**src/hdl/display_pkg.sv**
```systemverilog
// ------------------------------
// shared constants and types for the hex display subsystem
// referred to by scoped names from the RTL and testbench
// ------------------------------
`default_nettype none

package display_pkg;

	localparam int NUM_DIGITS = 4;
	localparam int NUM_SEGMENTS = 7; // a through g
	localparam int SLOT_CYCLES = 4; // clock cycles per segment slot
	localparam int DISPLAY_DATA_WIDTH = NUM_DIGITS * 4;

	localparam int AXI_ADDR_WIDTH = 4;
	localparam int AXI_DATA_WIDTH = 32;
	localparam int AXI_STRB_WIDTH = AXI_DATA_WIDTH / 8;

	localparam logic [AXI_ADDR_WIDTH-1:0] ADDR_DATA = 4'h0;
	localparam logic [AXI_ADDR_WIDTH-1:0] ADDR_CONTROL = 4'h4;
	localparam logic [AXI_ADDR_WIDTH-1:0] ADDR_FRAMES = 4'h8; // read only
	localparam int CONTROL_ENABLE_BIT = 0;

	localparam logic [1:0] RESP_OKAY = 2'b00;
	localparam logic [1:0] RESP_SLVERR = 2'b10;

	typedef logic [NUM_SEGMENTS-1:0] segment_pattern_t; // active low, bit 6 is a, bit 0 is g
	typedef logic [$clog2(NUM_DIGITS)-1:0] digit_index_t;
	typedef logic [$clog2(NUM_SEGMENTS)-1:0] segment_index_t;
	typedef logic [$clog2(SLOT_CYCLES)-1:0] slot_index_t;

	localparam digit_index_t LAST_DIGIT = digit_index_t'(NUM_DIGITS - 1);
	localparam segment_index_t LAST_SEGMENT = segment_index_t'(NUM_SEGMENTS - 1);
	localparam slot_index_t LAST_SLOT = slot_index_t'(SLOT_CYCLES - 1);

	// hex glyphs, indexed by nybble value
	localparam segment_pattern_t HEX_SEGMENTS [16] = '{
		7'b0000001, 7'b1001111, 7'b0010010, 7'b0000110,
		7'b1001100, 7'b0100100, 7'b0100000, 7'b0001111,
		7'b0000000, 7'b0000100, 7'b0001000, 7'b1100000,
		7'b1110010, 7'b1000010, 7'b0110000, 7'b0111000
	};

endpackage

`default_nettype wire

```
**src/hdl/scan_bus_if.sv**
```systemverilog
// ------------------------------
// scan position and strobes, from scan_control to the datapath
// ------------------------------
`timescale 1ns/100ps
`default_nettype none

interface scan_bus_if;

	logic frame_start; // first slot of digit 0, only while enabled
	logic slot_start; // one cycle per segment slot
	display_pkg::digit_index_t digit;
	display_pkg::segment_index_t segment;
	logic active; // scanning enabled for this slot

	modport control (
		output frame_start, slot_start, digit, segment, active
	);

	modport buffer (
		input frame_start, digit
	);

	modport strobe (
		input frame_start, slot_start, digit, segment, active
	);

endinterface

`default_nettype wire

```
**src/hdl/axil_display_regs.sv**
```systemverilog
// ------------------------------
// AXI4-Lite slave with data, control and frame counter registers
// ------------------------------
`timescale 1ns/100ps
`default_nettype none

module axil_display_regs (
	input  logic clock,
	input  logic reset,
	input  logic [display_pkg::AXI_ADDR_WIDTH-1:0] awaddr,
	input  logic awvalid,
	output logic awready,
	input  logic [display_pkg::AXI_DATA_WIDTH-1:0] wdata,
	input  logic [display_pkg::AXI_STRB_WIDTH-1:0] wstrb,
	input  logic wvalid,
	output logic wready,
	output logic [1:0] bresp,
	output logic bvalid,
	input  logic bready,
	input  logic [display_pkg::AXI_ADDR_WIDTH-1:0] araddr,
	input  logic arvalid,
	output logic arready,
	output logic [display_pkg::AXI_DATA_WIDTH-1:0] rdata,
	output logic [1:0] rresp,
	output logic rvalid,
	input  logic rready,
	output logic [display_pkg::DISPLAY_DATA_WIDTH-1:0] display_data,
	output logic enable,
	input  logic frame_done
);
	logic aw_held, w_held; // one side of a write arrived first
	logic [display_pkg::AXI_ADDR_WIDTH-1:0] aw_addr_q;
	logic [display_pkg::AXI_DATA_WIDTH-1:0] w_data_q;
	logic [display_pkg::AXI_STRB_WIDTH-1:0] w_strb_q;
	logic aw_fire, w_fire, ar_fire, write_go, write_ok;
	logic [display_pkg::AXI_ADDR_WIDTH-1:0] wr_addr;
	logic [display_pkg::AXI_DATA_WIDTH-1:0] wr_data;
	logic [display_pkg::AXI_STRB_WIDTH-1:0] wr_strb;
	logic [display_pkg::DISPLAY_DATA_WIDTH-1:0] frames;
	logic [display_pkg::AXI_DATA_WIDTH-1:0] rd_word;
	logic rd_ok;

	assign awready = !aw_held && !bvalid;
	assign wready = !w_held && !bvalid;
	assign arready = !rvalid;
	assign aw_fire = awvalid && awready;
	assign w_fire = wvalid && wready;
	assign ar_fire = arvalid && arready;
	assign write_go = (aw_held || aw_fire) && (w_held || w_fire);

	// take whichever copy is current, held or on the bus
	assign wr_addr = aw_held ? aw_addr_q : awaddr;
	assign wr_data = w_held ? w_data_q : wdata;
	assign wr_strb = w_held ? w_strb_q : wstrb;
	assign write_ok = (wr_addr == display_pkg::ADDR_DATA) || (wr_addr == display_pkg::ADDR_CONTROL);

	always_comb begin
		rd_word = '0;
		rd_ok = 1'b1;
		case (araddr)
			display_pkg::ADDR_DATA: rd_word[display_pkg::DISPLAY_DATA_WIDTH-1:0] = display_data;
			display_pkg::ADDR_CONTROL: rd_word[display_pkg::CONTROL_ENABLE_BIT] = enable;
			display_pkg::ADDR_FRAMES: rd_word[display_pkg::DISPLAY_DATA_WIDTH-1:0] = frames;
			default: rd_ok = 1'b0; // unmapped, zero data
		endcase
	end

	always_ff @(posedge clock) begin
		if (reset) begin
			aw_held <= 1'b0;
			w_held <= 1'b0;
			bvalid <= 1'b0;
			rvalid <= 1'b0;
			display_data <= '0;
			enable <= 1'b0;
			frames <= '0;
		end else begin
			aw_held <= !write_go && (aw_held || aw_fire);
			w_held <= !write_go && (w_held || w_fire);
			if (bvalid && bready) begin
				bvalid <= 1'b0;
			end else if (write_go) begin
				bvalid <= 1'b1;
			end
			if (rvalid && rready) begin
				rvalid <= 1'b0;
			end else if (ar_fire) begin
				rvalid <= 1'b1;
			end
			if (write_go && wr_addr == display_pkg::ADDR_DATA) begin
				for (int b = 0; b < display_pkg::DISPLAY_DATA_WIDTH / 8; b++) begin
					if (wr_strb[b]) begin
						display_data[8*b +: 8] <= wr_data[8*b +: 8];
					end
				end
			end
			if (write_go && wr_addr == display_pkg::ADDR_CONTROL && wr_strb[0]) begin
				enable <= wr_data[display_pkg::CONTROL_ENABLE_BIT];
			end
			if (frame_done) begin
				frames <= frames + 1'b1;
			end
		end
	end

	always_ff @(posedge clock) begin
		if (aw_fire) begin
			aw_addr_q <= awaddr;
		end
		if (w_fire) begin
			w_data_q <= wdata;
			w_strb_q <= wstrb;
		end
		if (write_go) begin
			bresp <= write_ok ? display_pkg::RESP_OKAY : display_pkg::RESP_SLVERR;
		end
		if (ar_fire) begin
			rdata <= rd_word; // frame count is a snapshot at acceptance
			rresp <= rd_ok ? display_pkg::RESP_OKAY : display_pkg::RESP_SLVERR;
		end
	end

	bresp_held : assert property (@(posedge clock) disable iff (reset)
		bvalid && !bready |=> bvalid && $stable(bresp));
	rresp_held : assert property (@(posedge clock) disable iff (reset)
		rvalid && !rready |=> rvalid && $stable(rdata) && $stable(rresp));

endmodule

`default_nettype wire

```
**src/hdl/scan_control.sv**
```systemverilog
// ------------------------------
// slot divider and segment, digit and frame sequencer
// ------------------------------
`timescale 1ns/100ps
`default_nettype none

module scan_control (
	input  logic clock,
	input  logic reset,
	input  logic enable,
	scan_bus_if.control bus,
	output logic frame_done
);
	display_pkg::slot_index_t slot_count;
	display_pkg::digit_index_t digit;
	display_pkg::segment_index_t segment;
	logic running; // active state of the previous cycle
	logic slot_start, slot_last, at_origin, active;

	assign slot_start = slot_count == '0;
	assign slot_last = slot_count == display_pkg::LAST_SLOT;
	assign at_origin = (digit == '0) && (segment == '0);

	// enable is only looked at on the first slot of a frame, so a clear
	// lets the running frame finish
	assign active = (slot_start && at_origin) ? enable : running;

	assign bus.frame_start = slot_start && at_origin && enable;
	assign bus.slot_start = slot_start;
	assign bus.digit = digit;
	assign bus.segment = segment;
	assign bus.active = active;

	assign frame_done = active && slot_last && (digit == display_pkg::LAST_DIGIT)
		&& (segment == display_pkg::LAST_SEGMENT);

	always_ff @(posedge clock) begin
		if (reset) begin
			slot_count <= '0;
			digit <= '0;
			segment <= '0;
			running <= 1'b0;
		end else begin
			running <= active;
			slot_count <= slot_last ? '0 : slot_count + 1'b1; // free runs, also when blanked
			if (active && slot_last) begin
				if (segment == display_pkg::LAST_SEGMENT) begin
					segment <= '0;
					digit <= (digit == display_pkg::LAST_DIGIT) ? '0 : digit + 1'b1;
				end else begin
					segment <= segment + 1'b1;
				end
			end
		end
	end

	done_wraps_to_origin : assert property (@(posedge clock) disable iff (reset)
		frame_done |=> bus.slot_start && bus.digit == '0 && bus.segment == '0);

endmodule

`default_nettype wire

```
**src/hdl/pattern_buffer.sv**
```systemverilog
// ------------------------------
// shadow copy of the display word, taken at frame start,
// and hex decode of the digit under scan
// ------------------------------
`timescale 1ns/100ps
`default_nettype none

module pattern_buffer (
	input  logic clock,
	input  logic reset,
	input  logic [display_pkg::DISPLAY_DATA_WIDTH-1:0] display_data,
	scan_bus_if.buffer bus,
	output display_pkg::segment_pattern_t pattern
);
	logic [3:0] shadow [display_pkg::NUM_DIGITS];
	logic [3:0] nybble;

	// whole word is taken at once, so a write mid frame waits for the next one
	always_ff @(posedge clock) begin
		if (reset) begin
			for (int i = 0; i < display_pkg::NUM_DIGITS; i++) begin
				shadow[i] <= '0;
			end
		end else if (bus.frame_start) begin
			for (int i = 0; i < display_pkg::NUM_DIGITS; i++) begin
				shadow[i] <= display_data[4*i +: 4];
			end
		end
	end

	// on the frame start cycle the shadow is not loaded yet,
	// so the new nybble is taken straight from the register
	always_comb begin
		if (bus.frame_start) begin
			nybble = display_data[{bus.digit, 2'b00} +: 4];
		end else begin
			nybble = shadow[bus.digit];
		end
		pattern = display_pkg::HEX_SEGMENTS[nybble];
	end

endmodule

`default_nettype wire

```
**src/hdl/segment_strobe.sv**
```systemverilog
// ------------------------------
// registered anode, cathode and sync drivers
// one digit and one segment lit at a time
// ------------------------------
`timescale 1ns/100ps
`default_nettype none

module segment_strobe (
	input  logic clock,
	input  logic reset,
	scan_bus_if.strobe bus,
	input  display_pkg::segment_pattern_t pattern,
	output logic [display_pkg::NUM_DIGITS-1:0] anode,
	output display_pkg::segment_pattern_t cathode,
	output logic sync
);
	logic [display_pkg::NUM_SEGMENTS-1:0] token; // one-hot segment select
	logic [display_pkg::NUM_SEGMENTS-1:0] select;
	logic [display_pkg::NUM_DIGITS-1:0] anode_next;
	display_pkg::segment_pattern_t cathode_next;

	always_comb begin
		if (!bus.slot_start) begin
			select = token;
		end else if (bus.segment == '0) begin
			select = {{(display_pkg::NUM_SEGMENTS-1){1'b0}}, 1'b1}; // back to segment a
		end else begin
			select = {token[display_pkg::NUM_SEGMENTS-2:0], token[display_pkg::NUM_SEGMENTS-1]};
		end
		for (int i = 0; i < display_pkg::NUM_DIGITS; i++) begin
			anode_next[i] = bus.active && (bus.digit == i);
		end
		// cathode keeps the pattern layout, select bit s is segment s counting from a
		for (int c = 0; c < display_pkg::NUM_SEGMENTS; c++) begin
			if (bus.active && select[display_pkg::NUM_SEGMENTS-1-c]) begin
				cathode_next[c] = pattern[c];
			end else begin
				cathode_next[c] = 1'b1; // off
			end
		end
	end

	always_ff @(posedge clock) begin
		if (reset) begin
			token <= {{(display_pkg::NUM_SEGMENTS-1){1'b0}}, 1'b1};
			anode <= '0;
			cathode <= '1;
			sync <= 1'b0;
		end else begin
			token <= select;
			anode <= anode_next;
			cathode <= cathode_next;
			sync <= bus.frame_start; // one cycle per frame
		end
	end

	anode_onehot0 : assert property (@(posedge clock) disable iff (reset)
		$onehot0(anode));

endmodule

`default_nettype wire

```
**src/hdl/display_top.sv**
```systemverilog
// ------------------------------
// four digit hex display with AXI4-Lite register access
// ------------------------------
`timescale 1ns/100ps
`default_nettype none

module display_top (
	input  logic clock,
	input  logic reset,
	input  logic [display_pkg::AXI_ADDR_WIDTH-1:0] awaddr,
	input  logic awvalid,
	output logic awready,
	input  logic [display_pkg::AXI_DATA_WIDTH-1:0] wdata,
	input  logic [display_pkg::AXI_STRB_WIDTH-1:0] wstrb,
	input  logic wvalid,
	output logic wready,
	output logic [1:0] bresp,
	output logic bvalid,
	input  logic bready,
	input  logic [display_pkg::AXI_ADDR_WIDTH-1:0] araddr,
	input  logic arvalid,
	output logic arready,
	output logic [display_pkg::AXI_DATA_WIDTH-1:0] rdata,
	output logic [1:0] rresp,
	output logic rvalid,
	input  logic rready,
	output logic [display_pkg::NUM_DIGITS-1:0] anode,
	output display_pkg::segment_pattern_t cathode,
	output logic sync
);
	logic [display_pkg::DISPLAY_DATA_WIDTH-1:0] display_data;
	logic enable;
	logic frame_done;
	display_pkg::segment_pattern_t pattern;

	scan_bus_if bus ();

	axil_display_regs regs (
		.clock, .reset,
		.awaddr, .awvalid, .awready,
		.wdata, .wstrb, .wvalid, .wready,
		.bresp, .bvalid, .bready,
		.araddr, .arvalid, .arready,
		.rdata, .rresp, .rvalid, .rready,
		.display_data, .enable, .frame_done
	);

	scan_control control (.clock, .reset, .enable, .bus(bus.control), .frame_done);

	pattern_buffer buffer (.clock, .reset, .display_data, .bus(bus.buffer), .pattern);

	segment_strobe strobe (
		.clock, .reset,
		.bus(bus.strobe),
		.pattern,
		.anode, .cathode, .sync
	);

endmodule

`default_nettype wire

```
**config.mk**
```make
export PLATFORM = sky130hd
export DESIGN_NAME = display_top
export DESIGN_NICKNAME = d
export VERILOG_FILES = /design/src/hdl/display_pkg.sv /design/src/hdl/scan_bus_if.sv /design/src/hdl/axil_display_regs.sv /design/src/hdl/scan_control.sv /design/src/hdl/pattern_buffer.sv /design/src/hdl/segment_strobe.sv /design/src/hdl/display_top.sv
export SDC_FILE = /design/constraint.sdc
export NUM_CORES = 1
export LEC_CHECK = 0
export BUFFER_PORTS_ARGS = -buffer_cell sky130_fd_sc_hd__buf_2
export CORE_ASPECT_RATIO = 0.5
export CORE_MARGIN = 8
export CORE_UTILIZATION = 50
export CTS_BUF_LIST = sky130_fd_sc_hd__clkbuf_2 sky130_fd_sc_hd__clkbuf_4 sky130_fd_sc_hd__clkbuf_8
export DETAILED_ROUTE_END_ITERATION = 8
export PLACE_DENSITY = 0.73
export SYNTH_ARGS = -nofsm -noshare
export SYNTH_HDL_FRONTEND = slang
export SYNTH_SLANG_ARGS = --single-unit
```
**constraint.sdc**
```tcl
create_clock -name clock -period 9 [get_ports clock]
set_clock_uncertainty 0.15 [all_clocks]
set_input_delay 0.45 -clock clock [delete_from_list [all_inputs] [get_ports clock]]
set_output_delay 0.45 -clock clock [all_outputs]
set_load 0.005 [all_outputs]
```
# Word level (Yosys, flattened, before mapping)
# Memory sizes are Yosys's and may differ from the RTL's. A register that Yosys moved wholly into a read port is not among the register bits.
# Cells that the tools add are included.
# W data, S select, Z words.
word_totals:
  reg_bits: 106
  ram_bits: 16
  romBits: 112
  in_bits: 51
  out_inout_bits: 53
  word_cells: 140
  n_memories: 2
classes:
  add_sub_neg: 4
  n_lt_le_gt_ge: 1
  n_eq_ne: 8
  shifts: 1
  mux: 27
  bitwise_logic: 12
  reduce_logical: 57
mem_list:
  columns: ["memory", "depth", "width", "rd", "rd_ports_with_merged_regs", "write_ports", "line", "rtl"]
  rows:
  - ["(name not given)", 16, 7, 1, 0, 0, "pattern_buffer.sv:39", "pattern = display_pkg::HEX_SEGMENTS[nybble];"]
  - ["buffer.shadow", 4, 4, 1, 1, 4, "pattern_buffer.sv:15", "logic [3:0] shadow [display_pkg::NUM_DIGITS];"]
ops:
  columns: ["operator", "n"]
  rows:
  - ["$logic_and A1 B1 Y1", 30]
  - ["$pmux W15 S2", 1]
  - ["$mux W7", 4]
  - ["$mux W4", 6]
  - ["$reduce_or A2 Y1", 10]
  - ["$add A16 B1 Y16 const B", 1]
  - ["$mux W16", 1]
  - ["$shiftx A16 B5 Y4", 1]
  - ["$mux W2", 6]
  - ["$eq A4 B3 Y1 const B", 2]
  - ["$logic_not A4 Y1", 2]
  - ["$mux W1", 7]
  - ["$not A1 Y1", 7]
  - ["$eq A2 B2 Y1 const B", 3]
  - ["$reduce_and A2 Y1", 3]
  - ["$ge A5 B5 Y1 const B", 1]
  - ["$logic_not A1 Y1", 5]
  - ["$not A4 Y5", 1]
  - ["$add A2 B1 Y2 const B", 2]
  - ["$eq A4 B4 Y1 const B", 1]
  - ["$logic_not A2 Y1", 2]
  - ["$or A1 B1 Y1", 4]
  - ["$add A3 B1 Y3 const B", 1]
  - ["$eq A3 B3 Y1 const B", 1]
  - ["other kinds (6)", 8]

# Longest topological paths before layout
# Gate-level depths: netlist of run 1.
logic_depth:
  word_depth: 9
  ltp_mapped: 11
  ltp_nobuf: 9

# Hierarchy
# From an unflattened synthesis of run 1, not the netlist that was laid out.
hier_totals:
  cells_unflattened: 462
  area_unflattened_um2: 5634.2
modules_own_cells:
  columns: ["mod", "instances", "cells_each", "area_per_inst_um2", "seq_area_each_um2"]
  rows:
  - ["axil_display_regs", 1, 284, 3379.5, 1941.9]
  - ["pattern_buffer", 1, 79, 1169.9, 480.5]
  - ["segment_strobe", 1, 55, 678.2, 380.4]
  - ["scan_control", 1, 44, 406.6, 160.2]

# Worst setup path after synthesis of run 1
# No wires, ideal clock.
synth_timing:
  path_kind: "reg2reg"
  startpoint: "register control.slot_count[0]"
  endpoint: "register strobe.cathode[3]"
  setup_time_ps: 127
  arrival_ps: 2611
  required_ps: 8723
  slack_ps: 6113
  stages_incl_launch_ff: 12
  n_path_buf: 2
  synth_period_minus_slack_ps: 2887
  path_cell_list: "dfxtp_1 inv_1 ha_1 clkbuf_1 nand2_1 or3_1 buf_6 mux2_4 inv_1 ha_1 mux4_1 nand3b_1"
synth_between:
  elab_chain_cells: 8
  elab_cells_between_ends: 13
  classes_between: "5 x mux; 2 x bitwise; 5 x reduce/logical; 1 x memory"
synth_lines:
  columns: ["item", "line", "rtl"]
  rows:
  - ["start: declaration", "scan_control.sv:14", "display_pkg::slot_index_t slot_count;"]
  - ["start signal: assignment", "scan_control.sv:45", "slot_count <= slot_last ? '0 : slot_count + 1'b1;"]
  - ["$logic_not A2 Y1 *", "scan_control.sv:20", "assign slot_start = slot_count == '0;"]
  - ["$logic_and A1 B1 Y1", "scan_control.sv:26, scan_control.sv:28", null]
  - ["$logic_and A1 B1 Y1", "scan_control.sv:28", "assign bus.frame_start = slot_start && at_origin && enable;"]
  - ["$mux W4", "pattern_buffer.sv:34", "if (bus.frame_start) begin"]
  - ["$not A4 Y5 (not written as such)", "pattern_buffer.sv:39", null]
  - ["$mem_v2 Z16 W7", null, null]
  - ["$mux W7 (not written as such) (2 in a row)", "pattern_buffer.sv:39", null]
  - ["end signal: assignment", "segment_strobe.sv:52", "cathode <= cathode_next;"]
  - ["end: declaration", "segment_strobe.sv:14", "output display_pkg::segment_pattern_t cathode,"]
# Mark *: on every way between the ends. The rest lies on a longest branch, timed or not. The select of a mux whose other input is x is not followed.
# A chain may end at the register's enable or synchronous reset.

# Final worst setup path of run 1
# Same ends and word-level chain as after synthesis.

==> results_dict.tcl, run 1 <==
set metrics [dict create \
    status "finished, final reports clean" \
    synth_largest_area_cell "edfxtp_1" \
    ys_seq_area_frac 0.556 \
    endpoint_kind "flip-flop" \
    chipWidth_um 163 \
    synth_top_family_by_area "simple AND/OR/NAND/NOR gates" \
    setup_viol 0 \
    finalNetCount 586 \
    cp.arrival_ns 3.28 \
    fmax_mhz 320 \
    dpl_cell_area_mm2 0.00579 \
    synth_area_mm2 0.00540 \
    ys.flop_type "dfxtp_1" \
    max_cap_violations 0 \
    antenna_found_initial 0 \
    switching_share 0.224 \
    track_usage 0.154 \
    synth_xor_area_frac 0.0162 \
    min_path_type "input pin to flip-flop" \
    avgSynthCellArea_um2 11.9 \
    cts.clk_slew.worst_paths_ns 0.07 \
    dr.pass1.iters 4 \
    synth_compound_area_frac 0.0892 \
    wl_um 10700 \
    finalCriticalPeriod_ns 3.13 \
    cts_tree "yes" \
    setup_ws_ns 5.87 \
    grt_max_degree 56 \
    final_util 0.596 \
    worstMarginPinSlew_ns 1.05 \
    root_buffer "clkbuf_8" \
    combPwrFrac 0.061 \
    p_seq_frac 0.534 \
    synth_edf_count 56 \
    synth_warnings 0 \
    start_kind "flip-flop" \
    post-route-period-util 0.348 \
    rsz0062_at_grt "no" \
    synthSimpleGateAreaFrac 0.140 \
    overflow 0 \
    pin_count 104 \
    finalHoldViolCount 0 \
    io_buffers 67 \
    drive_above_1_share 0.247 \
    syn-instance-count 452 \
    vias_per_cell 5.20 \
    cp.required_ns 9.15 \
    drt_iter0_drc 162 \
    post-cts-setup-buffers 0 \
    relSlewSlack 0.300 \
    post_synth_num_cell_types 58 \
    drc_errors 0 \
    design_area_mm2 0.00617 \
    cts_hold_buf 0 \
    n_antenna_cell 0 \
    fin_setup_tns_ns 0 \
    clockBufferDepth 2 \
    rows 26 \
    finalMaxSlewViolations 0 \
    synth_top_area_frac 0.311 \
    p_sw_uw 256 \
    cts_inserted_buffers 17 \
    core_mm2 0.0103 \
    grt_pass1_vias 3437 \
    worstSkewPairLatency_ns 0.42 \
    dp_hpwl_um 7590 \
    drtAntennaViolNets 0 \
    pwr-share-clk 0.406 \
    vdd_drop_max_v 0.0000992 \
    final_cell_mix "67 x buf_2, 66 x dfxtp_1, 56 x edfxtp_1, 48 x nor2_1, 25 x and2_1" \
    p_per_area_mw_per_mm2 185 \
    die_area_mm2 0.0146 \
    area_growth_pct 14.2 \
    routedWlPerCell_um 15.9 \
    ys_ff_latch 122 \
    cts-resized-gates 0 \
    yosys-top-cells-area "edfxtp_1 31%, dfxtp_1 24%, mux2i_1 4.4%, mux4_2 3.3%, nor2_1 3.3%" \
    synth_mux_area_frac 0.117 \
    fin_total_pwr_mw 1.14 \
    yosys.area_share.adder 0.0301 \
    start_util 0.522 \
    vias 3513 \
    die_height_um 89.5 \
    gp_congestion 0.811 \
    final_common_cell "buf_2" \
    place_ws_ns 5.86 \
    cts_sinks 122 \
    critical_path_peak_fanout 10 \
    async_flop_share 0 \
    internal_power_uw 886 \
    leakagePower_nw 2.36 \
    htreeDepth 4 \
    worstSetupPathType "flip-flop to flip-flop" \
    grt_pass1_wl_um 17500 \
]
-- synth_stat cells (all sizes together) (8+ instances only) --
cell type / instances
edfxtp: 56
mux2: 14
inv: 14
nor2: 48
a211oi: 9
buf: 22
a22o: 15
nor3: 8
ha: 13
dfxtp: 66
nand2: 8
nor2b: 9
or3: 8
and2: 25
mux4: 9
a21oi: 18
mux2i: 25
clkbuf: 15
-- state kept, by name, indices dropped and copies added (netlist names), 2 cells and up, named ones only --
register             cells
buffer.shadow           16
control.bus.digit        2
control.bus.segment      3
control.slot_count       2
regs.aw_addr_q           4
regs.display_data       16
regs.frames             16
regs.rdata              16
regs.w_data_q           16
regs.w_strb_q            2
strobe.anode             4
strobe.cathode           7
strobe.token             7
-- cell families (layout without fill, tap and decap cells) --
kind of cell,after synthesis,count (layout)
flip-flops,122,122
AND/OR/NAND/NOR,139,139
XOR/XNOR,10,10
adder cells (fa/ha/maj),13,13
multiplexers,48,48
other,1,18
AO/OA/AOI/OAI,68,68
buffers and inverters,51,117
-- layer usage --
layer  GRT usage  vias to the layer above  routed length (um)
li1            -                     1764                   -
met1       0.196                     1651                5060
met2       0.251                       87                4960
met3      0.0469                       11                 573
met4      0.0496                        0                 113
met5           0                        -                   0
-- per-stage QoR --
step                std cells  hold slack [ns]
CTS                       675           0.0406
floorplan                 469            0.282
detailed placement        643            0.313
global route              675           0.0380
global placement          643            0.298
finish                    675           0.0640
-- final timing paths --
check,start,cells past startpoint,slack [ns],endpoint
worst max-delay path,control.slot_count[0],9,5.87,strobe.cathode[3]
worst min-delay path,awaddr[1],1,0.06,regs.aw_addr_q[1]
worst max register to register,control.slot_count[0],9,5.87,strobe.cathode[3]
worst min register to register,control.slot_count[0],1,0.31,control.slot_count[0]
-- critical path, stage by stage, from the launching register on --
cell	delay (ns)
dfxtp_1	0.33
inv_1	0.06
ha_1	0.35
nand2_1	0.15
or3_1	0.54
mux2_4	0.41
inv_1	0.14
ha_1	0.26
mux4_1	0.47
nand3b_1	0.16
-- power groups by stage --
stage | registers (mW) | clock network [mW] | logic [mW]
final | 0.610 | 0.464 | 0.0693
after global routing | 0.612 | 0.496 | 0.0776
after CTS | 0.610 | 0.471 | 0.0701
after detailed placement | 0.622 | 0 | 0.0698
after global placement | 0.621 | 0 | 0.0677
after floorplan | 0.617 | 0 | 0.0521
-- final cells by class --
cell class / count / area, um2
Multi-Input combinational cell: 296 / 2200
Timing Repair Buffer: 71 / 365
Clock inverter: 10 / 101
Tap cell: 140 / 175
Inverter: 14 / 52.6
Fill cell: 884 / 4180
Sequential cell: 122 / 3000
Clock buffer: 22 / 272
No activity file was read; power rests on OpenSTA's default activity.
==> inputs of run 2 (changes only) <==
==> constraint.sdc (replaced) <==
create_clock -name clock -period 3.12 [get_ports clock]
set_clock_uncertainty 0.15 [all_clocks]
set_input_delay 0.156 -clock clock [delete_from_list [all_inputs] [get_ports clock]]
set_output_delay 0.156 -clock clock [all_outputs]
set_load 0.005 [all_outputs]
==> run 2 against run 1 <==
Via count grew 5.2%. Non-clock buffer count grew 36. Combinational power increased to 3.5 times the previous value. Fmax grew 7.1%. Clock power increased to 3.1 times the previous value. Worst hold slack lost 0.0093 ns. Total power grew to 3.0 times the previous value. Critical endpoint unchanged. Largest cell class unchanged.
==> results_dict.tcl, run 2 (synthesized netlist as in run 1, its figures left out) <==
set metrics [dict create \
    post-route-period-util 0.936 \
    status "finished, final reports clean" \
    start_util 0.522 \
    nFillCells 843 \
    overflow 0 \
    critical_path_peak_fanout 8 \
    root_buffer "clkbuf_8" \
    vias 3695 \
    area_growth_pct 21.2 \
    grt_max_degree 40 \
    slowest_delay_ns 0.49 \
    hold_start "awvalid" \
    final_common_cell "buf_2" \
    start_kind "flip-flop" \
    worstSetupPathType "flip-flop to flip-flop" \
    cp.arrival_ns 3.07 \
    relSlewSlack 0.380 \
    finalCriticalPeriod_ns 2.92 \
    p_per_area_mw_per_mm2 526 \
    post-cts-setup-buffers 0 \
    grt_pass1_wl_um 18000 \
    cts-resized-gates 0 \
    cp.required_ns 3.27 \
    cp_slowest_cell "mux4_1" \
    critical_path.top_delay_family "simple AND/OR/NAND/NOR gates" \
    core_mm2 0.0103 \
    pwr-share-clk 0.421 \
    internal_power_mw 2.70 \
    worstSkewPairLatency_ns 0.42 \
    chipWidth_um 163 \
    combPwrFrac 0.071 \
    dr.pass1.iters 4 \
    die_height_um 89.5 \
    final_cell_mix "67 x buf_2, 66 x dfxtp_1, 56 x edfxtp_1, 48 x nor2_1, 28 x dlygate4sd3_1" \
    p_seq_frac 0.508 \
    endpoint_kind "flip-flop" \
    seq_area_mm2 0.00300 \
    vdd_drop_max_v 0.000274 \
    n_antenna_cell 0 \
    use_met1 0.197 \
    die_area_mm2 0.0146 \
    fin_total_pwr_mw 3.44 \
    vias_per_cell 5.20 \
    antenna_found_initial 0 \
    multiInputGateArea_mm2 0.00220 \
    grt_pass1_vias 3679 \
    cp-startpoint "control.bus.segment[0]" \
    busiest_layer "met2" \
    reg2reg_from "control.bus.segment[0]" \
    drc_errors 0 \
    io_buffers 67 \
    grt_util_met2 0.261 \
    wl_um 11300 \
    pin_count 104 \
    fmax_mhz 343 \
    drive_above_1_share 0.247 \
    rsz0062_at_grt "no" \
    setup_viol 0 \
    finalHoldViolCount 0 \
    htreeDepth 4 \
    fin_setup_tns_ns 0 \
    drt_iter0_drc 195 \
    routedWlPerCell_um 15.9 \
    cts_hold_buf 28 \
    switching_share 0.215 \
    cts.clk_slew.worst_paths_ns 0.07 \
    leakagePower_nw 2.53 \
    finalNetCount 622 \
    path_cells "or3_4 -> or3_1 -> mux2_4 -> inv_1 -> ha_1 -> mux4_1 -> nand3b_1" \
    rows 26 \
    gp_congestion 0.827 \
    track_usage 0.160 \
    finalMaxSlewViolations 0 \
    clockBufferDepth 2 \
    max_cap_violations 0 \
    p_sw_uw 741 \
    min_path_type "input pin to flip-flop" \
    cts_tree "yes" \
    worstMarginPinSlew_ns 0.929 \
    dp_hpwl_um 7810 \
    grt_util_met3 0.0432 \
    worst-r2r-setup-slack_ns 0.20 \
    cts_inserted_buffers 17 \
    cts_sinks 122 \
    drtAntennaViolNets 0 \
    worst-path-buf-inv 1 \
]
-- run 2: worst register-to-register path, cell delays in order, from the launching register on --
cell and delay (ns):
dfxtp_1 0.37, or3_4 0.43, or3_1 0.43, mux2_4 0.36
inv_1 0.13, ha_1 0.27, mux4_1 0.49, nand3b_1 0.16
-- run 2: final timing paths --
path / endpoint / depth (start not counted)
setup / recovery: strobe.cathode[3] / 7
hold / removal: regs.w_held / 3
setup reg to reg: strobe.cathode[3] / 7
hold reg to reg: control.slot_count[0] / 1
-- run 2: stage by stage --
stage | instance area, um2 | utilization | instances | hold slack, ns | setup slack (ns)
global placement | 5850 | 0.566 | 651 | 0.199 | 0.285
finish | 6550 | 0.633 | 711 | 0.0547 | 0.201
CTS | 6550 | 0.633 | 711 | 0.0180 | 0.208
detailed placement | 5850 | 0.566 | 651 | 0.200 | 0.228
floorplan | 5460 | - | 469 | 0.105 | 0.233
global route | 6550 | 0.633 | 711 | 0.0529 | 0.0875
-- run 2: per-layer routing --
metal / vias to the layer above / share of wire
li1: 1830 / -
met1: 1767 / 0.46
met2: 84 / 0.48
met3: 14 / 0.047
met4: 0 / 0.012
met5: - / 0
-- run 2: layout make-up --
type,instances,area share
Clock buffer,23,0.0445
Clock inverter,9,0.0185
Inverter,14,0.00803
Multi-Input combinational cell,296,0.336
Sequential cell,122,0.459
Tap cell,140,0.0268
Timing Repair Buffer,107,0.108
-- run 2: power groups by stage --
| stage | logic [mW] | clock network [mW] | registers (mW) |
|---|---|---|---|
| final | 0.244 | 1.45 | 1.75 |
| after global routing | 0.268 | 1.55 | 1.75 |
| after CTS | 0.244 | 1.48 | 1.75 |
| after detailed placement | 0.215 | 0 | 1.79 |
| after global placement | 0.210 | 0 | 1.78 |
| after floorplan | 0.150 | 0 | 1.78 |
==> inputs of run 3 (changes only) <==
--- a/config.mk
+++ b/config.mk
@@ -5,13 +5,16 @@
 export SDC_FILE = /design/constraint.sdc
 export NUM_CORES = 1
 export LEC_CHECK = 0
+export ABC_AREA = 1
 export BUFFER_PORTS_ARGS = -buffer_cell sky130_fd_sc_hd__buf_2
+export CELL_PAD_IN_SITES_DETAIL_PLACEMENT = 0
+export CELL_PAD_IN_SITES_GLOBAL_PLACEMENT = 1
 export CORE_ASPECT_RATIO = 0.5
 export CORE_MARGIN = 8
-export CORE_UTILIZATION = 50
+export CORE_UTILIZATION = 43
 export CTS_BUF_LIST = sky130_fd_sc_hd__clkbuf_2 sky130_fd_sc_hd__clkbuf_4 sky130_fd_sc_hd__clkbuf_8
 export DETAILED_ROUTE_END_ITERATION = 8
-export PLACE_DENSITY = 0.73
+export PLACE_DENSITY_LB_ADDON = 0.1
 export SYNTH_ARGS = -nofsm -noshare
 export SYNTH_HDL_FRONTEND = slang
 export SYNTH_SLANG_ARGS = --single-unit
==> run 3 against run 2 <==
Combinational power increased by 26%. Largest power group unchanged. Cell count increased by 46%. Fmax increased by 16%. Clock power increased by 15%.
==> results_dict.tcl, run 3 <==
set metrics [dict create \
    critical_path_peak_fanout 10 \
    async_flop_share 0 \
    design_area_mm2 0.00722 \
    antenna_found_initial 0 \
    die_area_mm2 0.0182 \
    core_mm2 0.0136 \
    p_per_area_mw_per_mm2 517 \
    place_ws_ns 0.586 \
    vdd_drop_max_v 0.000258 \
    path_cells "inv_1 -> ha_1 -> nand2_1 -> inv_2 -> nand4_4 -> o21ai_0 -> ha_1 -> inv_1 -> nand2_1 -> nand3_1 -> nand3_1" \
    dp_hpwl_um 10300 \
    dpl.cell_count 974 \
    drc_errors 0 \
    synth_largest_area_cell "edfxtp_1" \
    start_util 0.441 \
    io_buffers 67 \
    worstSetupPathType "flip-flop to flip-flop" \
    synth_warnings 0 \
    vias 4882 \
    dpl_cell_area_mm2 0.00646 \
    synth_area_mm2 0.00599 \
    ys_seq_area_frac 0.501 \
    rsz0062_at_grt "no" \
    avgSynthCellArea_um2 8.23 \
    fmax_mhz 399 \
    finalNetCount 895 \
    nFillCells 1313 \
    start_kind "flip-flop" \
    synth.most_common_cell "nand2_1" \
    worstMarginPinSlew_ns 0.800 \
    relSlewSlack 0.465 \
    max_cap_violations 0 \
    fin_setup_tns_ns 0 \
    endpoint_kind "flip-flop" \
    final_cell_mix "182 x nand2_1, 99 x inv_1, 83 x nor2_1, 67 x buf_2, 66 x dfxtp_1" \
    leakagePower_nw 3.04 \
    min_path_type "input pin to flip-flop" \
    post-cts-setup-buffers 0 \
    slowest_delay_ns 0.54 \
    vias_per_cell 4.71 \
    worstSkewPairLatency_ns 0.43 \
    drt_iter0_drc 253 \
    cts_tree "yes" \
    synth_top_area_frac 0.281 \
    root_buffer "clkbuf_8" \
    cts-resized-gates 0 \
    finalCriticalPeriod_ns 2.51 \
    rows 30 \
    post-route-period-util 0.803 \
    htreeDepth 4 \
    routedWlPerCell_um 14.1 \
    final_util 0.531 \
    finalHoldViolCount 0 \
    cts_inserted_buffers 17 \
    grt_max_degree 29 \
    drtAntennaViolNets 0 \
    status "finished, final reports clean" \
    critical_path.top_delay_family "adder cells" \
    cts_sinks 122 \
    grt_pass1_vias 4739 \
    setup_viol 0 \
    track_usage 0.166 \
    setup_ws_ns 0.614 \
    pin_count 104 \
    yosys-top-cells-area "edfxtp_1 28%, dfxtp_1 22%, nand2_1 11%, inv_1 6.2%, nor2_1 5.3%" \
    finalNonFillerCells 1036 \
    ys_ff_latch 122 \
    chipWidth_um 183 \
    whs_ns 0.0565 \
    clockBufferDepth 2 \
    finalMaxSlewViolations 0 \
    wl_um 14600 \
    final_common_cell "nand2_1" \
    cp.required_ns 3.29 \
    cp_slowest_cell "o21ai_0" \
    overflow 0 \
    cts.clk_slew.worst_paths_ns 0.08 \
    fin_total_pwr_mw 3.73 \
    ys_top_cells_by_count "182 x nand2_1, 99 x inv_1, 84 x nor2_1" \
    cp.arrival_ns 2.68 \
    gp_congestion 0.854 \
    drive_above_1_share 0.147 \
    area_growth_pct 20.4 \
    grt_pass1_wl_um 24000 \
    die_height_um 99.5 \
    syn-instance-count 728 \
    synth_edf_count 56 \
    ys.flop_type "dfxtp_1" \
    dr.pass1.iters 5 \
    post_synth_num_cell_types 37 \
    worst-path-buf-inv 3 \
    n_antenna_cell 0 \
]
==> run 3: worst reg2reg max path, stage by stage, from the launching register on <==
cell,delay (ns)
dfxtp_1,0.40
inv_1,0.20
ha_1,0.21
nand2_1,0.07
inv_2,0.09
nand4_4,0.16
o21ai_0,0.54
ha_1,0.34
inv_1,0.05
nand2_1,0.06
nand3_1,0.07
nand3_1,0.07
==> run 3: repair_timing <==
item	in CTS	in global routing
hold buffers	30	0
endpoints found under the hold margin	45	0
setup endpoints to repair	0	0
==> run 3: area by class of cell <==
cell class | instances | area (um2) | share of cell area
clock buffer | 18 | 241 | 0.0335
inverter | 105 | 394 | 0.0546
tap | 192 | 240 | 0.0333
clock inverter | 14 | 218 | 0.0302
multi-input combinational | 480 | 2430 | 0.336
sequential | 122 | 3000 | 0.416
timing repair buffer | 105 | 696 | 0.0964
==> run 3: cell families (layout without fill, tap and decap cells) <==
kind of cell	after synthesis	count (layout)	synth area share
AO/OA/AOI/OAI	62	62	0.0570
XOR/XNOR	7	7	0.0102
adder cells (fa/ha/maj)	13	13	0.0271
buffers and inverters	143	242	0.106
flip-flops	122	122	0.501
multiplexers	16	16	0.0267
other	1	18	0.000626
AND/OR/NAND/NOR	364	364	0.271
==> run 3: worst paths after layout <==
path | start | end | slack (ns) | cells past startpoint
setup / recovery | control.bus.digit[1] | strobe.cathode[3] | 0.61 | 11
hold reg to reg | control.slot_count[0] | control.slot_count[0] | 0.32 | 1
setup reg to reg | control.bus.digit[1] | strobe.cathode[3] | 0.61 | 11
hold / removal | araddr[3] | regs.rdata[0] | 0.06 | 4
==> run 3: where the power goes <==
part / switching [mW] / total, mW / internal, mW
combinational: 0.193 / 0.307 / 0.114
clock: 0.701 / 1.67 / 0.967
sequential: 0.0205 / 1.75 / 1.73
total: 0.915 / 3.73 / 2.81
==> run 3: layer usage <==
metal,global-route usage,part of all wire
met1,0.228,0.50
met2,0.254,0.44
met3,0.0411,0.059
met4,0.0460,0.0060
met5,0,0
